==> src/hw/core_pkg.sv <==
package core_pkg;

    // ============================================================
    // Basic word and address types
    // ============================================================

    typedef logic [31:0] word_t;      // Data word or PC
    typedef logic [4:0]  reg_addr_t;  // Integer register index
    typedef logic [11:0] csr_addr_t;

    // ============================================================
    // Machine-mode CSR addresses
    // ============================================================

    localparam csr_addr_t csr_mstatus = 12'h300;
    localparam csr_addr_t csr_mtvec   = 12'h305;
    localparam csr_addr_t csr_mepc    = 12'h341;
    localparam csr_addr_t csr_mcause  = 12'h342;

    // Environment call from M-mode
    localparam word_t mcause_ecall_m = 32'd11;

    // ============================================================
    // mstatus, seen as a raw word or as its fields
    // ============================================================

    typedef struct packed {
        logic [18:0] rsvd_31_13;
        logic [1:0]  mpp;         // Bits 12:11
        logic [2:0]  rsvd_10_8;
        logic        mpie;        // Bit 7
        logic [2:0]  rsvd_6_4;
        logic        mie;         // Bit 3
        logic [2:0]  rsvd_2_0;
    } mstatus_fields_t;

    // Software access goes through raw, trap logic through f
    typedef union packed {
        word_t           raw;
        mstatus_fields_t f;
    } mstatus_t;

    localparam logic [1:0] priv_m = 2'b11;

endpackage
==> src/hw/wb_subsystem.sv <==
`timescale 1ns/1ps

module wb_subsystem #(
    parameter core_pkg::word_t reset_pc    = 32'h8000_0000,
    parameter core_pkg::word_t reset_mtvec = 32'h8000_0100,
    parameter int              num_regs    = 32
) (
    input  logic                clock,
    input  logic                reset,

    // Load/store stage
    input  logic                lsu_valid,
    output logic                lsu_ready,
    input  core_pkg::word_t     lsu_pc,
    input  core_pkg::word_t     lsu_dnpc,
    input  logic                lsu_jump,
    input  logic                lsu_branch,
    input  logic                lsu_wb,
    input  logic                lsu_csr_we,
    input  logic                lsu_ecall,
    input  logic                lsu_mret,
    input  core_pkg::reg_addr_t lsu_rd_addr,
    input  core_pkg::word_t     lsu_alu_res,
    input  core_pkg::word_t     lsu_csr_rdata,
    input  core_pkg::csr_addr_t lsu_csr_addr,

    // Fetch
    output logic                ifu_valid,
    input  logic                ifu_ready,
    output core_pkg::word_t     ifu_dnpc,
    output logic                ifu_jump,
    output logic                ifu_branch,
    output core_pkg::reg_addr_t ifu_rd_addr,

    // Decode read ports
    input  core_pkg::reg_addr_t rs1_addr,
    input  core_pkg::reg_addr_t rs2_addr,
    output core_pkg::word_t     rs1_data,
    output core_pkg::word_t     rs2_data,
    input  core_pkg::csr_addr_t csr_raddr,
    output core_pkg::word_t     csr_rdata
);

    import core_pkg::*;

    reg_addr_t rd;
    word_t     wdata;
    logic      we;
    logic      csr_we;
    csr_addr_t csr_waddr;
    word_t     csr_wdata;
    logic      trap;
    word_t     trap_pc;
    logic      trap_ret;
    word_t     mtvec;
    word_t     mepc;

    wb_unit #(
        .reset_pc (reset_pc)
    ) u_wb_unit (
        .clock         (clock),
        .reset         (reset),
        .lsu_valid     (lsu_valid),
        .lsu_ready     (lsu_ready),
        .lsu_pc        (lsu_pc),
        .lsu_dnpc      (lsu_dnpc),
        .lsu_jump      (lsu_jump),
        .lsu_branch    (lsu_branch),
        .lsu_wb        (lsu_wb),
        .lsu_csr_we    (lsu_csr_we),
        .lsu_ecall     (lsu_ecall),
        .lsu_mret      (lsu_mret),
        .lsu_rd_addr   (lsu_rd_addr),
        .lsu_alu_res   (lsu_alu_res),
        .lsu_csr_rdata (lsu_csr_rdata),
        .lsu_csr_addr  (lsu_csr_addr),
        .rd            (rd),
        .wdata         (wdata),
        .we            (we),
        .csr_we        (csr_we),
        .csr_waddr     (csr_waddr),
        .csr_wdata     (csr_wdata),
        .trap          (trap),
        .trap_pc       (trap_pc),
        .trap_ret      (trap_ret),
        .mtvec         (mtvec),
        .mepc          (mepc),
        .ifu_valid     (ifu_valid),
        .ifu_ready     (ifu_ready),
        .ifu_dnpc      (ifu_dnpc),
        .ifu_jump      (ifu_jump),
        .ifu_branch    (ifu_branch),
        .ifu_rd_addr   (ifu_rd_addr)
    );

    reg_file #(
        .num_regs (num_regs)
    ) u_reg_file (
        .clock   (clock),
        .reset   (reset),
        .we      (we),
        .waddr   (rd),
        .wdata   (wdata),
        .raddr_a (rs1_addr),
        .raddr_b (rs2_addr),
        .rdata_a (rs1_data),
        .rdata_b (rs2_data)
    );

    csr_file #(
        .reset_mtvec (reset_mtvec)
    ) u_csr_file (
        .clock     (clock),
        .reset     (reset),
        .csr_we    (csr_we),
        .csr_waddr (csr_waddr),
        .csr_wdata (csr_wdata),
        .csr_raddr (csr_raddr),
        .csr_rdata (csr_rdata),
        .trap      (trap),
        .trap_pc   (trap_pc),
        .trap_ret  (trap_ret),
        .mtvec     (mtvec),
        .mepc      (mepc)
    );

endmodule

==> src/hw/csr_file.sv <==
`timescale 1ns/1ps

module csr_file #(
    parameter core_pkg::word_t reset_mtvec = 32'h0000_0000
) (
    input  logic                clock,
    input  logic                reset,

    // Software write port
    input  logic                csr_we,
    input  core_pkg::csr_addr_t csr_waddr,
    input  core_pkg::word_t     csr_wdata,

    // Read port for decode
    input  core_pkg::csr_addr_t csr_raddr,
    output core_pkg::word_t     csr_rdata,

    // Trap entry and return
    input  logic                trap,
    input  core_pkg::word_t     trap_pc,
    input  logic                trap_ret,

    output core_pkg::word_t     mtvec,
    output core_pkg::word_t     mepc
);

    import core_pkg::*;

    mstatus_t mstatus;
    word_t    mcause;

    // ============================================================
    // Read mux
    // ============================================================

    always_comb begin
        unique case (csr_raddr)
            csr_mstatus: csr_rdata = mstatus.raw;
            csr_mtvec:   csr_rdata = mtvec;
            csr_mepc:    csr_rdata = mepc;
            csr_mcause:  csr_rdata = mcause;
            default:     csr_rdata = '0;  // Unimplemented
        endcase
    end

    // ============================================================
    // Updates
    // ============================================================

    always_ff @(posedge clock) begin
        if (reset) begin
            mstatus.raw <= '0;
            mtvec       <= reset_mtvec;
            mepc        <= '0;
            mcause      <= '0;
        end else if (trap) begin
            // Only ecall traps reach here
            mepc             <= trap_pc;
            mcause           <= mcause_ecall_m;
            mstatus.f.mpie   <= mstatus.f.mie;
            mstatus.f.mie    <= 1'b0;
            mstatus.f.mpp    <= priv_m;
        end else if (trap_ret) begin
            mstatus.f.mie    <= mstatus.f.mpie;
            mstatus.f.mpie   <= 1'b1;
        end else if (csr_we) begin
            case (csr_waddr)
                csr_mstatus: mstatus.raw <= csr_wdata;
                csr_mtvec:   mtvec       <= csr_wdata;
                csr_mepc:    mepc        <= csr_wdata;
                csr_mcause:  mcause      <= csr_wdata;
                default:     ;                          // Write dropped
            endcase
        end
    end

    // One instruction commits at most one of these
    a_trap_excl: assert property (@(posedge clock) disable iff (reset)
        !(trap && trap_ret))
        else $error("trap and trap return in the same cycle");

endmodule

==> src/hw/reg_file.sv <==
`timescale 1ns/1ps

module reg_file #(
    parameter int num_regs = 32
) (
    input  logic                clock,
    input  logic                reset,

    input  logic                we,
    input  core_pkg::reg_addr_t waddr,
    input  core_pkg::word_t     wdata,

    input  core_pkg::reg_addr_t raddr_a,
    input  core_pkg::reg_addr_t raddr_b,
    output core_pkg::word_t     rdata_a,
    output core_pkg::word_t     rdata_b
);

    import core_pkg::*;

    word_t regs [num_regs];

    logic wr_ok;
    logic rd_ok_a;
    logic rd_ok_b;

    // x0 and out-of-range indices are inert
    assign wr_ok   = we && (waddr != '0) && (waddr < num_regs);
    assign rd_ok_a = (raddr_a != '0) && (raddr_a < num_regs);
    assign rd_ok_b = (raddr_b != '0) && (raddr_b < num_regs);

    always_ff @(posedge clock) begin
        if (reset) begin
            for (int i = 0; i < num_regs; i++)
                regs[i] <= '0;
        end else if (wr_ok) begin
            regs[waddr] <= wdata;
        end
    end

    // Combinational read ports
    assign rdata_a = rd_ok_a ? regs[raddr_a] : '0;
    assign rdata_b = rd_ok_b ? regs[raddr_b] : '0;

    // RV32E decode must never produce x16..x31
    a_waddr_range: assert property (@(posedge clock) disable iff (reset)
        we |-> (waddr < num_regs))
        else $error("register write beyond num_regs");

endmodule

==> src/hw/wb_unit.sv <==
`timescale 1ns/1ps

module wb_unit #(
    parameter core_pkg::word_t reset_pc = 32'h8000_0000
) (
    input  logic                clock,
    input  logic                reset,

    // Load/store stage side
    input  logic                lsu_valid,
    output logic                lsu_ready,
    input  core_pkg::word_t     lsu_pc,
    input  core_pkg::word_t     lsu_dnpc,
    input  logic                lsu_jump,
    input  logic                lsu_branch,
    input  logic                lsu_wb,
    input  logic                lsu_csr_we,
    input  logic                lsu_ecall,
    input  logic                lsu_mret,
    input  core_pkg::reg_addr_t lsu_rd_addr,
    input  core_pkg::word_t     lsu_alu_res,
    input  core_pkg::word_t     lsu_csr_rdata,
    input  core_pkg::csr_addr_t lsu_csr_addr,

    // Register file write port
    output core_pkg::reg_addr_t rd,
    output core_pkg::word_t     wdata,
    output logic                we,

    // CSR file control
    output logic                csr_we,
    output core_pkg::csr_addr_t csr_waddr,
    output core_pkg::word_t     csr_wdata,
    output logic                trap,
    output core_pkg::word_t     trap_pc,
    output logic                trap_ret,
    input  core_pkg::word_t     mtvec,
    input  core_pkg::word_t     mepc,

    // Fetch side
    output logic                ifu_valid,
    input  logic                ifu_ready,
    output core_pkg::word_t     ifu_dnpc,
    output logic                ifu_jump,
    output logic                ifu_branch,
    output core_pkg::reg_addr_t ifu_rd_addr
);

    import core_pkg::*;

    enum logic [1:0] {
        IDLE,
        EXEC,
        WAIT,
        RST
    } state, state_next;

    logic  accept;
    logic  commit_rd;   // Instruction writes an integer register
    logic  commit_csr;
    word_t next_pc;

    assign accept     = (state == IDLE) && lsu_valid;
    assign commit_rd  = !lsu_ecall && !lsu_mret && (lsu_wb || lsu_csr_we);
    assign commit_csr = !lsu_ecall && !lsu_mret && lsu_csr_we;

    always_comb begin
        if (lsu_ecall)
            next_pc = mtvec;
        else if (lsu_mret)
            next_pc = mepc;
        else
            next_pc = lsu_dnpc;
    end

    // ============================================================
    // State machine
    // ============================================================

    always_ff @(posedge clock) begin
        if (reset)
            state <= RST;
        else
            state <= state_next;
    end

    always_comb begin
        state_next = state;
        unique case (state)
            IDLE:       if (lsu_valid) state_next = EXEC;
            EXEC, WAIT: state_next = ifu_ready ? IDLE : WAIT;
            RST:        state_next = WAIT;  // First fetch handover
        endcase
    end

    always_ff @(posedge clock) begin
        if (reset) begin
            lsu_ready <= 1'b0;
            ifu_valid <= 1'b0;
        end else begin
            unique case (state)
                IDLE: begin
                    lsu_ready <= !lsu_valid;
                    ifu_valid <= lsu_valid;
                end
                EXEC, WAIT: begin
                    lsu_ready <= ifu_ready;
                    ifu_valid <= !ifu_ready;
                end
                RST: begin
                    lsu_ready <= 1'b0;
                    ifu_valid <= 1'b1;
                end
            endcase
        end
    end

    // ============================================================
    // Commit pulses and payload
    // ============================================================

    always_ff @(posedge clock) begin
        if (reset) begin
            we       <= 1'b0;
            csr_we   <= 1'b0;
            trap     <= 1'b0;
            trap_ret <= 1'b0;
        end else begin
            we       <= accept && commit_rd;
            csr_we   <= accept && commit_csr;
            trap     <= accept && lsu_ecall;
            trap_ret <= accept && !lsu_ecall && lsu_mret;
        end
    end

    always_ff @(posedge clock) begin
        if (accept) begin
            rd        <= lsu_rd_addr;
            wdata     <= lsu_csr_we ? lsu_csr_rdata : lsu_alu_res;  // Swap returns old CSR
            csr_waddr <= lsu_csr_addr;
            csr_wdata <= lsu_alu_res;
            trap_pc   <= lsu_pc;
        end
    end

    always_ff @(posedge clock) begin
        if (state == RST) begin
            ifu_dnpc    <= reset_pc;
            ifu_jump    <= 1'b0;
            ifu_branch  <= 1'b0;
            ifu_rd_addr <= '0;
        end else if (accept) begin
            ifu_dnpc    <= next_pc;
            ifu_jump    <= lsu_jump || lsu_ecall || lsu_mret;  // Trap redirects too
            ifu_branch  <= lsu_branch;
            ifu_rd_addr <= commit_rd ? lsu_rd_addr : '0;
        end
    end

    // Handover to fetch holds until taken
    a_ifu_hold: assert property (@(posedge clock) disable iff (reset)
        ifu_valid && !ifu_ready |=> ifu_valid &&
            $stable({ifu_dnpc, ifu_jump, ifu_branch, ifu_rd_addr}))
        else $error("ifu payload changed under back-pressure");

    a_we_trap: assert property (@(posedge clock) disable iff (reset) !(we && trap))
        else $error("register write during trap");

endmodule

==> config.mk <==
export PLATFORM = sky130hd
export DESIGN_NAME = wb_subsystem
export DESIGN_NICKNAME = d
export VERILOG_FILES = /design/src/hw/core_pkg.sv /design/src/hw/wb_subsystem.sv /design/src/hw/csr_file.sv /design/src/hw/reg_file.sv /design/src/hw/wb_unit.sv
export SDC_FILE = /design/constraint.sdc
export NUM_CORES = 2
export LEC_CHECK = 0
export ABC_CLOCK_PERIOD_IN_PS = 5760
export BUFFER_PORTS_ARGS = -buffer_cell sky130_fd_sc_hd__buf_2
export CAP_MARGIN = 20
export CORE_MARGIN = 3
export CORE_UTILIZATION = 55
export CTS_CLUSTER_DIAMETER = 100
export CTS_CLUSTER_SIZE = 10
export DETAILED_ROUTE_END_ITERATION = 12
export MAX_ROUTING_LAYER = met4
export PLACE_DENSITY_LB_ADDON = 0.12
export SLEW_MARGIN = 20
export SYNTH_ARGS = -nofsm -noshare
export SYNTH_HDL_FRONTEND = slang
export SYNTH_SLANG_ARGS = --single-unit
==> constraint.sdc <==
create_clock -name clock -period 5.76 [get_ports clock]
set_clock_uncertainty 0.2 [all_clocks]
set_input_delay 0.576 -clock clock [delete_from_list [all_inputs] [get_ports clock]]
set_output_delay 0.576 -clock clock [all_outputs]
set_load 0.02 [all_outputs]
; After elaboration in Yosys (flattened, before gate mapping)
; Memory sizes are Yosys's and may differ from the RTL's.
; Cells that the tools add are included.
[totals]
regBits = 288
mem_bits_rw = 1024
inputBits = 177
out_inout_bits = 137
elab_cells = 115
mem_count = 1
[classes]
eq_ne = 13
n_mux = 35
n_bitwise = 2
reduce_logical = 40
[mem_list]
columns = memory, words, width, read_ports, rd_clocked_by_memory_dff, wr, line
row1 = u_reg_file.regs, 32, 32, 2, 0, 32, reg_file.sv:21  ; word_t regs [num_regs];
[ops]
columns = op, n
row1 = $mux 32, 10
row2 = $pmux 32 s4, 1
row3 = $eq 12x10->1 const B, 8
row4 = $reduce_or 32->1, 1
row5 = $mux 13, 2
row6 = $mux 4, 4
row7 = $mux 5, 3
row8 = $reduce_bool 5->1, 3
row9 = $reduce_and 3->1, 4
row10 = $reduce_bool 2->1, 6
row11 = $logic_and 1x1->1, 10
row12 = $mux 1, 9
row13 = $reduce_and 4->1, 2
row14 = $mux 2, 3
row15 = $pmux 1 s3, 2
row16 = $pmux 2 s3, 1
row17 = $reduce_bool 3->1, 2
row18 = $eq 2x2->1 const B, 2
row19 = $logic_not 1->1, 4
row20 = $reduce_and 2->1, 2
row21 = $reduce_or 2->1, 2
row22 = $logic_or 1x1->1, 3
row23 = $eq 2x1->1 const B, 1
row24 = $logic_not 2->1, 1
row25 = other kinds (3), 4

; Logic depth before layout (Yosys ltp)
[logic_depth]
ltp_word = 7
ltp_mapped = 8
ltp_nobuf = 7

; Cells and area by module
; From an unflattened synthesis, not the netlist that was laid out.
[unflattened]
hier_cells = 4755
hier_area_um2 = 66864.1
[by_module_without_submodules]
columns = mod, n_inst, cells_per_inst, area_each_um2, seq_area_each_um2
row1 = reg_file, 1, 3502, 54232.0, 30749.5
row2 = csr_file, 1, 820, 6459.9, 2562.5
row3 = wb_unit, 1, 433, 6172.2, 4334.2

; Worst setup path after synthesis
; OpenSTA, ideal clock, no wires.
[synth_timing]
path_kind = input port to flip-flop
from = in lsu_valid
to = reg u_wb_unit.csr_waddr[0], enable pin
setup_ns = 0.521
t_arrival_ns = 4.055
t_required_ns = 5.039
path_slack_ns = 0.984
path_stages = 3
n_path_buf = 1
cell_sequence = nand2_1 > clkinv_1 > clkbuf_1
[synth_between]
elab_chain_len = 1
[synth_rtl]
columns = element, line
row1 = "start, declared", wb_subsystem.sv:12  ; input logic lsu_valid,
row2 = $logic_and 1x1->1, wb_unit.sv:63  ; assign accept = (state == IDLE) && lsu_valid;
row3 = "end signal, assigned", wb_unit.sv:140  ; csr_waddr <= lsu_csr_addr;
row4 = "end, declared", wb_unit.sv:32  ; output core_pkg::csr_addr_t csr_waddr,
; No other way between the ends.
; A chain may end at the register's enable or synchronous reset.

; Worst setup path in the final report
[layout_timing]
from = in rs2_addr[2]
to = out rs2_data[24]
[layout_between]
elab_chain_len = 2
elab_cells_between_ends = 3
classes_between = 1 x mux / 1 x reduce/logical / 1 x memory
[layout_rtl]
columns = element, line
row1 = "start, declared", wb_subsystem.sv:37  ; input core_pkg::reg_addr_t rs2_addr,
row2 = $mem_v2 32x32 or $reduce_bool 5->1 (tied branches), n/a
row3 = $mux 32 *, reg_file.sv:43  ; assign rdata_b = rd_ok_b ? regs[raddr_b] : '0;
row4 = "end, declared", wb_subsystem.sv:39  ; output core_pkg::word_t rs2_data,
; Mark *: on every way between the ends. The rest lies on a longest branch, timed or not.

==> results list <==
- Placement row count: 126
- TritonCTS built the clock tree.
- Synthesized cell area: 66500 µm²
* Maximum clock rate: 222 MHz
- The number of buffers and inverters on the critical path is 4.
- After synthesis, the largest family of logic cells by area is multiplexers.
* Number of inserted filler cells in the final layout: 8594
* Instance count of the mapped netlist: 4831
- Synthesis warning total: 0
- The path class of the tightest hold or removal check is primary input to register.
- Counting every sink on the clock net gives 1312.
* CTS Root Cell: sky130_fd_sc_hd__clkbuf_16
- Horizontal die dimension: 354 µm
- Count of antenna-violating nets left after detailed routing: 0
- Among cell families on the critical path, the largest total delay comes from compound AO/OA/AOI/OAI gates.
- Summing the areas of all compound-gate instances in the mapped netlist gives 7.13% of the synthesized area.
* Effective utilization at floorplan: 55.9%
* Minimum clock period after layout: 4510 ps
* Count of unresolved DRC violations after routing: 0
* Total number of vias: 47.6k
- Non-filler cells, final: 6823
- Worst Setup End Kind: primary output
* Pwr dens: 285 nW/µm²
- Routed wirelength normalized by instance count: 35.0 µm
- Total I/O pin count: 314
- Number of buffers on the longest clock path: 3
- Worst Setup Slack post-DPL: 1360 ps
* Post-detailed-routing wire length: 239000 µm
- Via-to-Cell Ratio: 6.97
- Gates resized during post-CTS repair numbered 0.
- Sequential cell area: 37600 µm²
- Clock latency reported for the late side of the worst-skew pair: 770 ps
- Residual overflow from global routing: 0
- For this block, the initial DRC count from the detailed router was 7462.
* Die height: 354 µm
- Total Routing Usage GR: 39.0%
- Stage delay of the slowest cell on the critical path: 820 ps
- Sequence of cells on the critical path: buf_8, buf_12, mux2i_1, a221oi_1, o21ai_0, a311oi_1, buf_4, buf_2
* CTS clock-pin slew for the worst setup and hold paths: 60 ps
- Synth Area in Simple Gates: 13.6%
- Post-synthesis sequential area ratio: 56.6%
- The via count of the first global-routing pass is 46.9k.
- The H-tree was split into 4 levels.
* Outcome: finished clean
- Final worst-path setup slack: 1250 ps
- For this run, the post-layout net count is 5341.
* Largest driver fanout on the critical path: 86
- Area of combinational cells with multiple inputs: 27100 µm²
* Share of cells above drive strength 1: 25.5%
- In the synthesized netlist the async set-or-reset flop fraction comes to 0%.
- Worst Path Required: 4980 ps
- Post-synthesis sequential element count: 1312
* Number of setup violations in the final report: 0
* Cell with the largest stage delay on the worst path: sky130_fd_sc_hd__a311oi_1
- In the synthesized netlist, mux cells make up 19.0% of the area.
- Die Area: 125000 µm²
- Across the VDD grid, the largest voltage drop is 0.291 mV.
- In this run the static leakage power is 27.3 nW.
* Layout-stage area growth over the synthesis result: 14.1%
- Setup repair after global routing left no endpoint under its margin.
* Quantity of I/O buffers inserted on ports: 313
- Most common flop cell mapped by yosys: sky130_fd_sc_hd__edfxtp_1
- Number of antenna violations at the first check in global routing: 21
- Max capacitance violation total: 0
* Setup TNS: 0 ps
- A synthesized cell averages 13.8 µm².
- Estimated wirelength of the detail-placed design: 142000 µm
- The worst setup path is launched from a primary input.
* Cell type with the largest total area after synthesis: sky130_fd_sc_hd__edfxtp_1
* Final count of hold timing violations: 0
- Number of synthesized flops with an enable pin: 1137
* Largest net degree at the start of global routing: 87
- Routability-driven placement finished with a final weighted congestion of 0.936.
* Wire length of the first global-routing pass: 339000 µm
- Including well taps, the total number of placed cells is 6467.
* Most used standard cell by instance count after synthesis: sky130_fd_sc_hd__edfxtp_1
- The top cell type by area accounts for 51.3% of the synthesized area.
- Category of the most critical setup path: primary input to primary output
- TritonCTS created 149 clock buffers.
- Measured against its own limit, the worst slew margin works out to 23.9%.
- After layout, the worst path uses 78.3% of the clock period.
* Area contributors post-synth: sky130_fd_sc_hd__edfxtp_1, sky130_fd_sc_hd__mux4_2, sky130_fd_sc_hd__and2_1, sky130_fd_sc_hd__dfxtp_1, sky130_fd_sc_hd__mux2i_1
- Worst hold slack across all endpoints: 40.9 ps
* Share of the synthesized netlist area taken by xor and xnor gates: 0%
* Post-synth top cells: sky130_fd_sc_hd__edfxtp_1, sky130_fd_sc_hd__and2_1, sky130_fd_sc_hd__mux4_2
* Synth unique cells: 58
- Core Region: 119000 µm²
- The number of pins with negative max-slew slack in the final report was 0.
- At the pin with the least slew margin, the transition time is 1140 ps.
- Post-synthesis adder-cell area fraction: 0.0564%
- Data arrives at the worst endpoint at 3730 ps.
* Drt first pass iters: 7
==> path summary, 6_finish.rpt <==
path / cells after the start / slack (ps) / start / endpoint
setup reg to reg: 6 / 2210 / u_wb_unit.trap / u_csr_file.mepc[11]
setup / recovery: 8 / 1250 / rs2_addr[2] / rs2_data[24]
hold reg to reg: 2 / 260 / u_csr_file.mstatus[13] / u_csr_file.mstatus[13]
hold / removal: 3 / 40 / reset / u_csr_file.mtvec[31]
==> metrics by stage <==
stage | util (%) | area [µm²] | power [mW]
after global placement | 59.1 | 70300 | 13.2
after global routing | 63.7 | 75900 | 22.1
final | 63.8 | 75900 | 21.6
after CTS | 63.6 | 75800 | 21.6
after floorplan | - | 66600 | 12.3
after detailed placement | 59.1 | 70300 | 13.2
==> metal layers <==
layer,global-route usage (%),wire length (µm)
met2,59.3,111000
met4,20.3,14500
met3,9.03,29200
met1,49.3,83900
met5,-,0
==> worst register-to-register path, cell delays in order, from the launching register on <==
cell and delay (ps):
sky130_fd_sc_hd__dfxtp_1 290, sky130_fd_sc_hd__buf_4 250, sky130_fd_sc_hd__inv_1 400, sky130_fd_sc_hd__nand2_1 750
sky130_fd_sc_hd__a21oi_2 990, sky130_fd_sc_hd__buf_4 420, sky130_fd_sc_hd__a221o_1 210
==> area by class of cell <==
| cell class | count | area share [%] |
|---|---|---|
| Sequential cell | 1312 | 49.6 |
| Multi-Input combinational cell | 2999 | 35.7 |
| Timing Repair Buffer | 657 | 6.44 |
| Clock buffer | 181 | 5.15 |
| Tap cell | 1600 | 2.64 |
| Inverter | 42 | 0.221 |
| Clock inverter | 12 | 0.168 |
| Antenna cell | 20 | 0.0659 |
==> sequential cells by signal (all words and copies together), names as in the netlist, 2 cells and up <==
signal / flops
u_csr_file.mstatus: 32
u_reg_file.regs: 1024
u_csr_file.mtvec: 32
u_wb_unit.csr_waddr: 12
u_csr_file.mcause: 32
u_wb_unit.rd: 5
u_wb_unit.wdata: 32
u_wb_unit.ifu_dnpc: 32
u_csr_file.mepc: 32
u_wb_unit.trap_pc: 32
u_wb_unit.csr_wdata: 32
u_wb_unit.ifu_rd_addr: 5
u_wb_unit.state: 2
==> kinds of logic after synthesis <==
| family | Yosys count |
|---|---|
| other | 1 |
| DFF | 1312 |
| and+or+nand+nor | 1559 |
| muxes | 691 |
| adders and majority gates | 3 |
| AOI/OAI and AO/OA | 714 |
| buffers and inverters | 551 |
==> report_power, final <==
| group | total [mW] | internal [mW] | switching (mW) |
|---|---|---|---|
| combinational | 2.31 | 0.902 | 1.41 |
| clock | 8.43 | 4.73 | 3.71 |
| sequential | 10.9 | 10.6 | 0.217 |
==> cells in the final DEF, fill, tap and decap left out, types with 48 or more instances in the layout <==
cell,count
sky130_fd_sc_hd__edfxtp_1,1137
sky130_fd_sc_hd__and2_1,996
sky130_fd_sc_hd__mux4_2,448
sky130_fd_sc_hd__buf_2,306
sky130_fd_sc_hd__o21ai_0,199
sky130_fd_sc_hd__nand2_1,196
sky130_fd_sc_hd__buf_4,178
sky130_fd_sc_hd__dfxtp_1,175
sky130_fd_sc_hd__nand3_1,159
sky130_fd_sc_hd__clkbuf_16,152
sky130_fd_sc_hd__mux2i_1,147
sky130_fd_sc_hd__dlygate4sd3_1,137
sky130_fd_sc_hd__a21oi_1,125
sky130_fd_sc_hd__mux2_2,96
sky130_fd_sc_hd__a22oi_1,69
sky130_fd_sc_hd__nor2b_1,69
sky130_fd_sc_hd__a211oi_1,65
sky130_fd_sc_hd__a311oi_1,64
sky130_fd_sc_hd__o2111ai_1,48
==> repair_timing <==
action,4_1_cts,5_1_grt
hold buffers,137,0
setup buffers,0,0
endpoints found under the hold margin,141,0
Note: power is estimated with default switching activity, not from simulation.
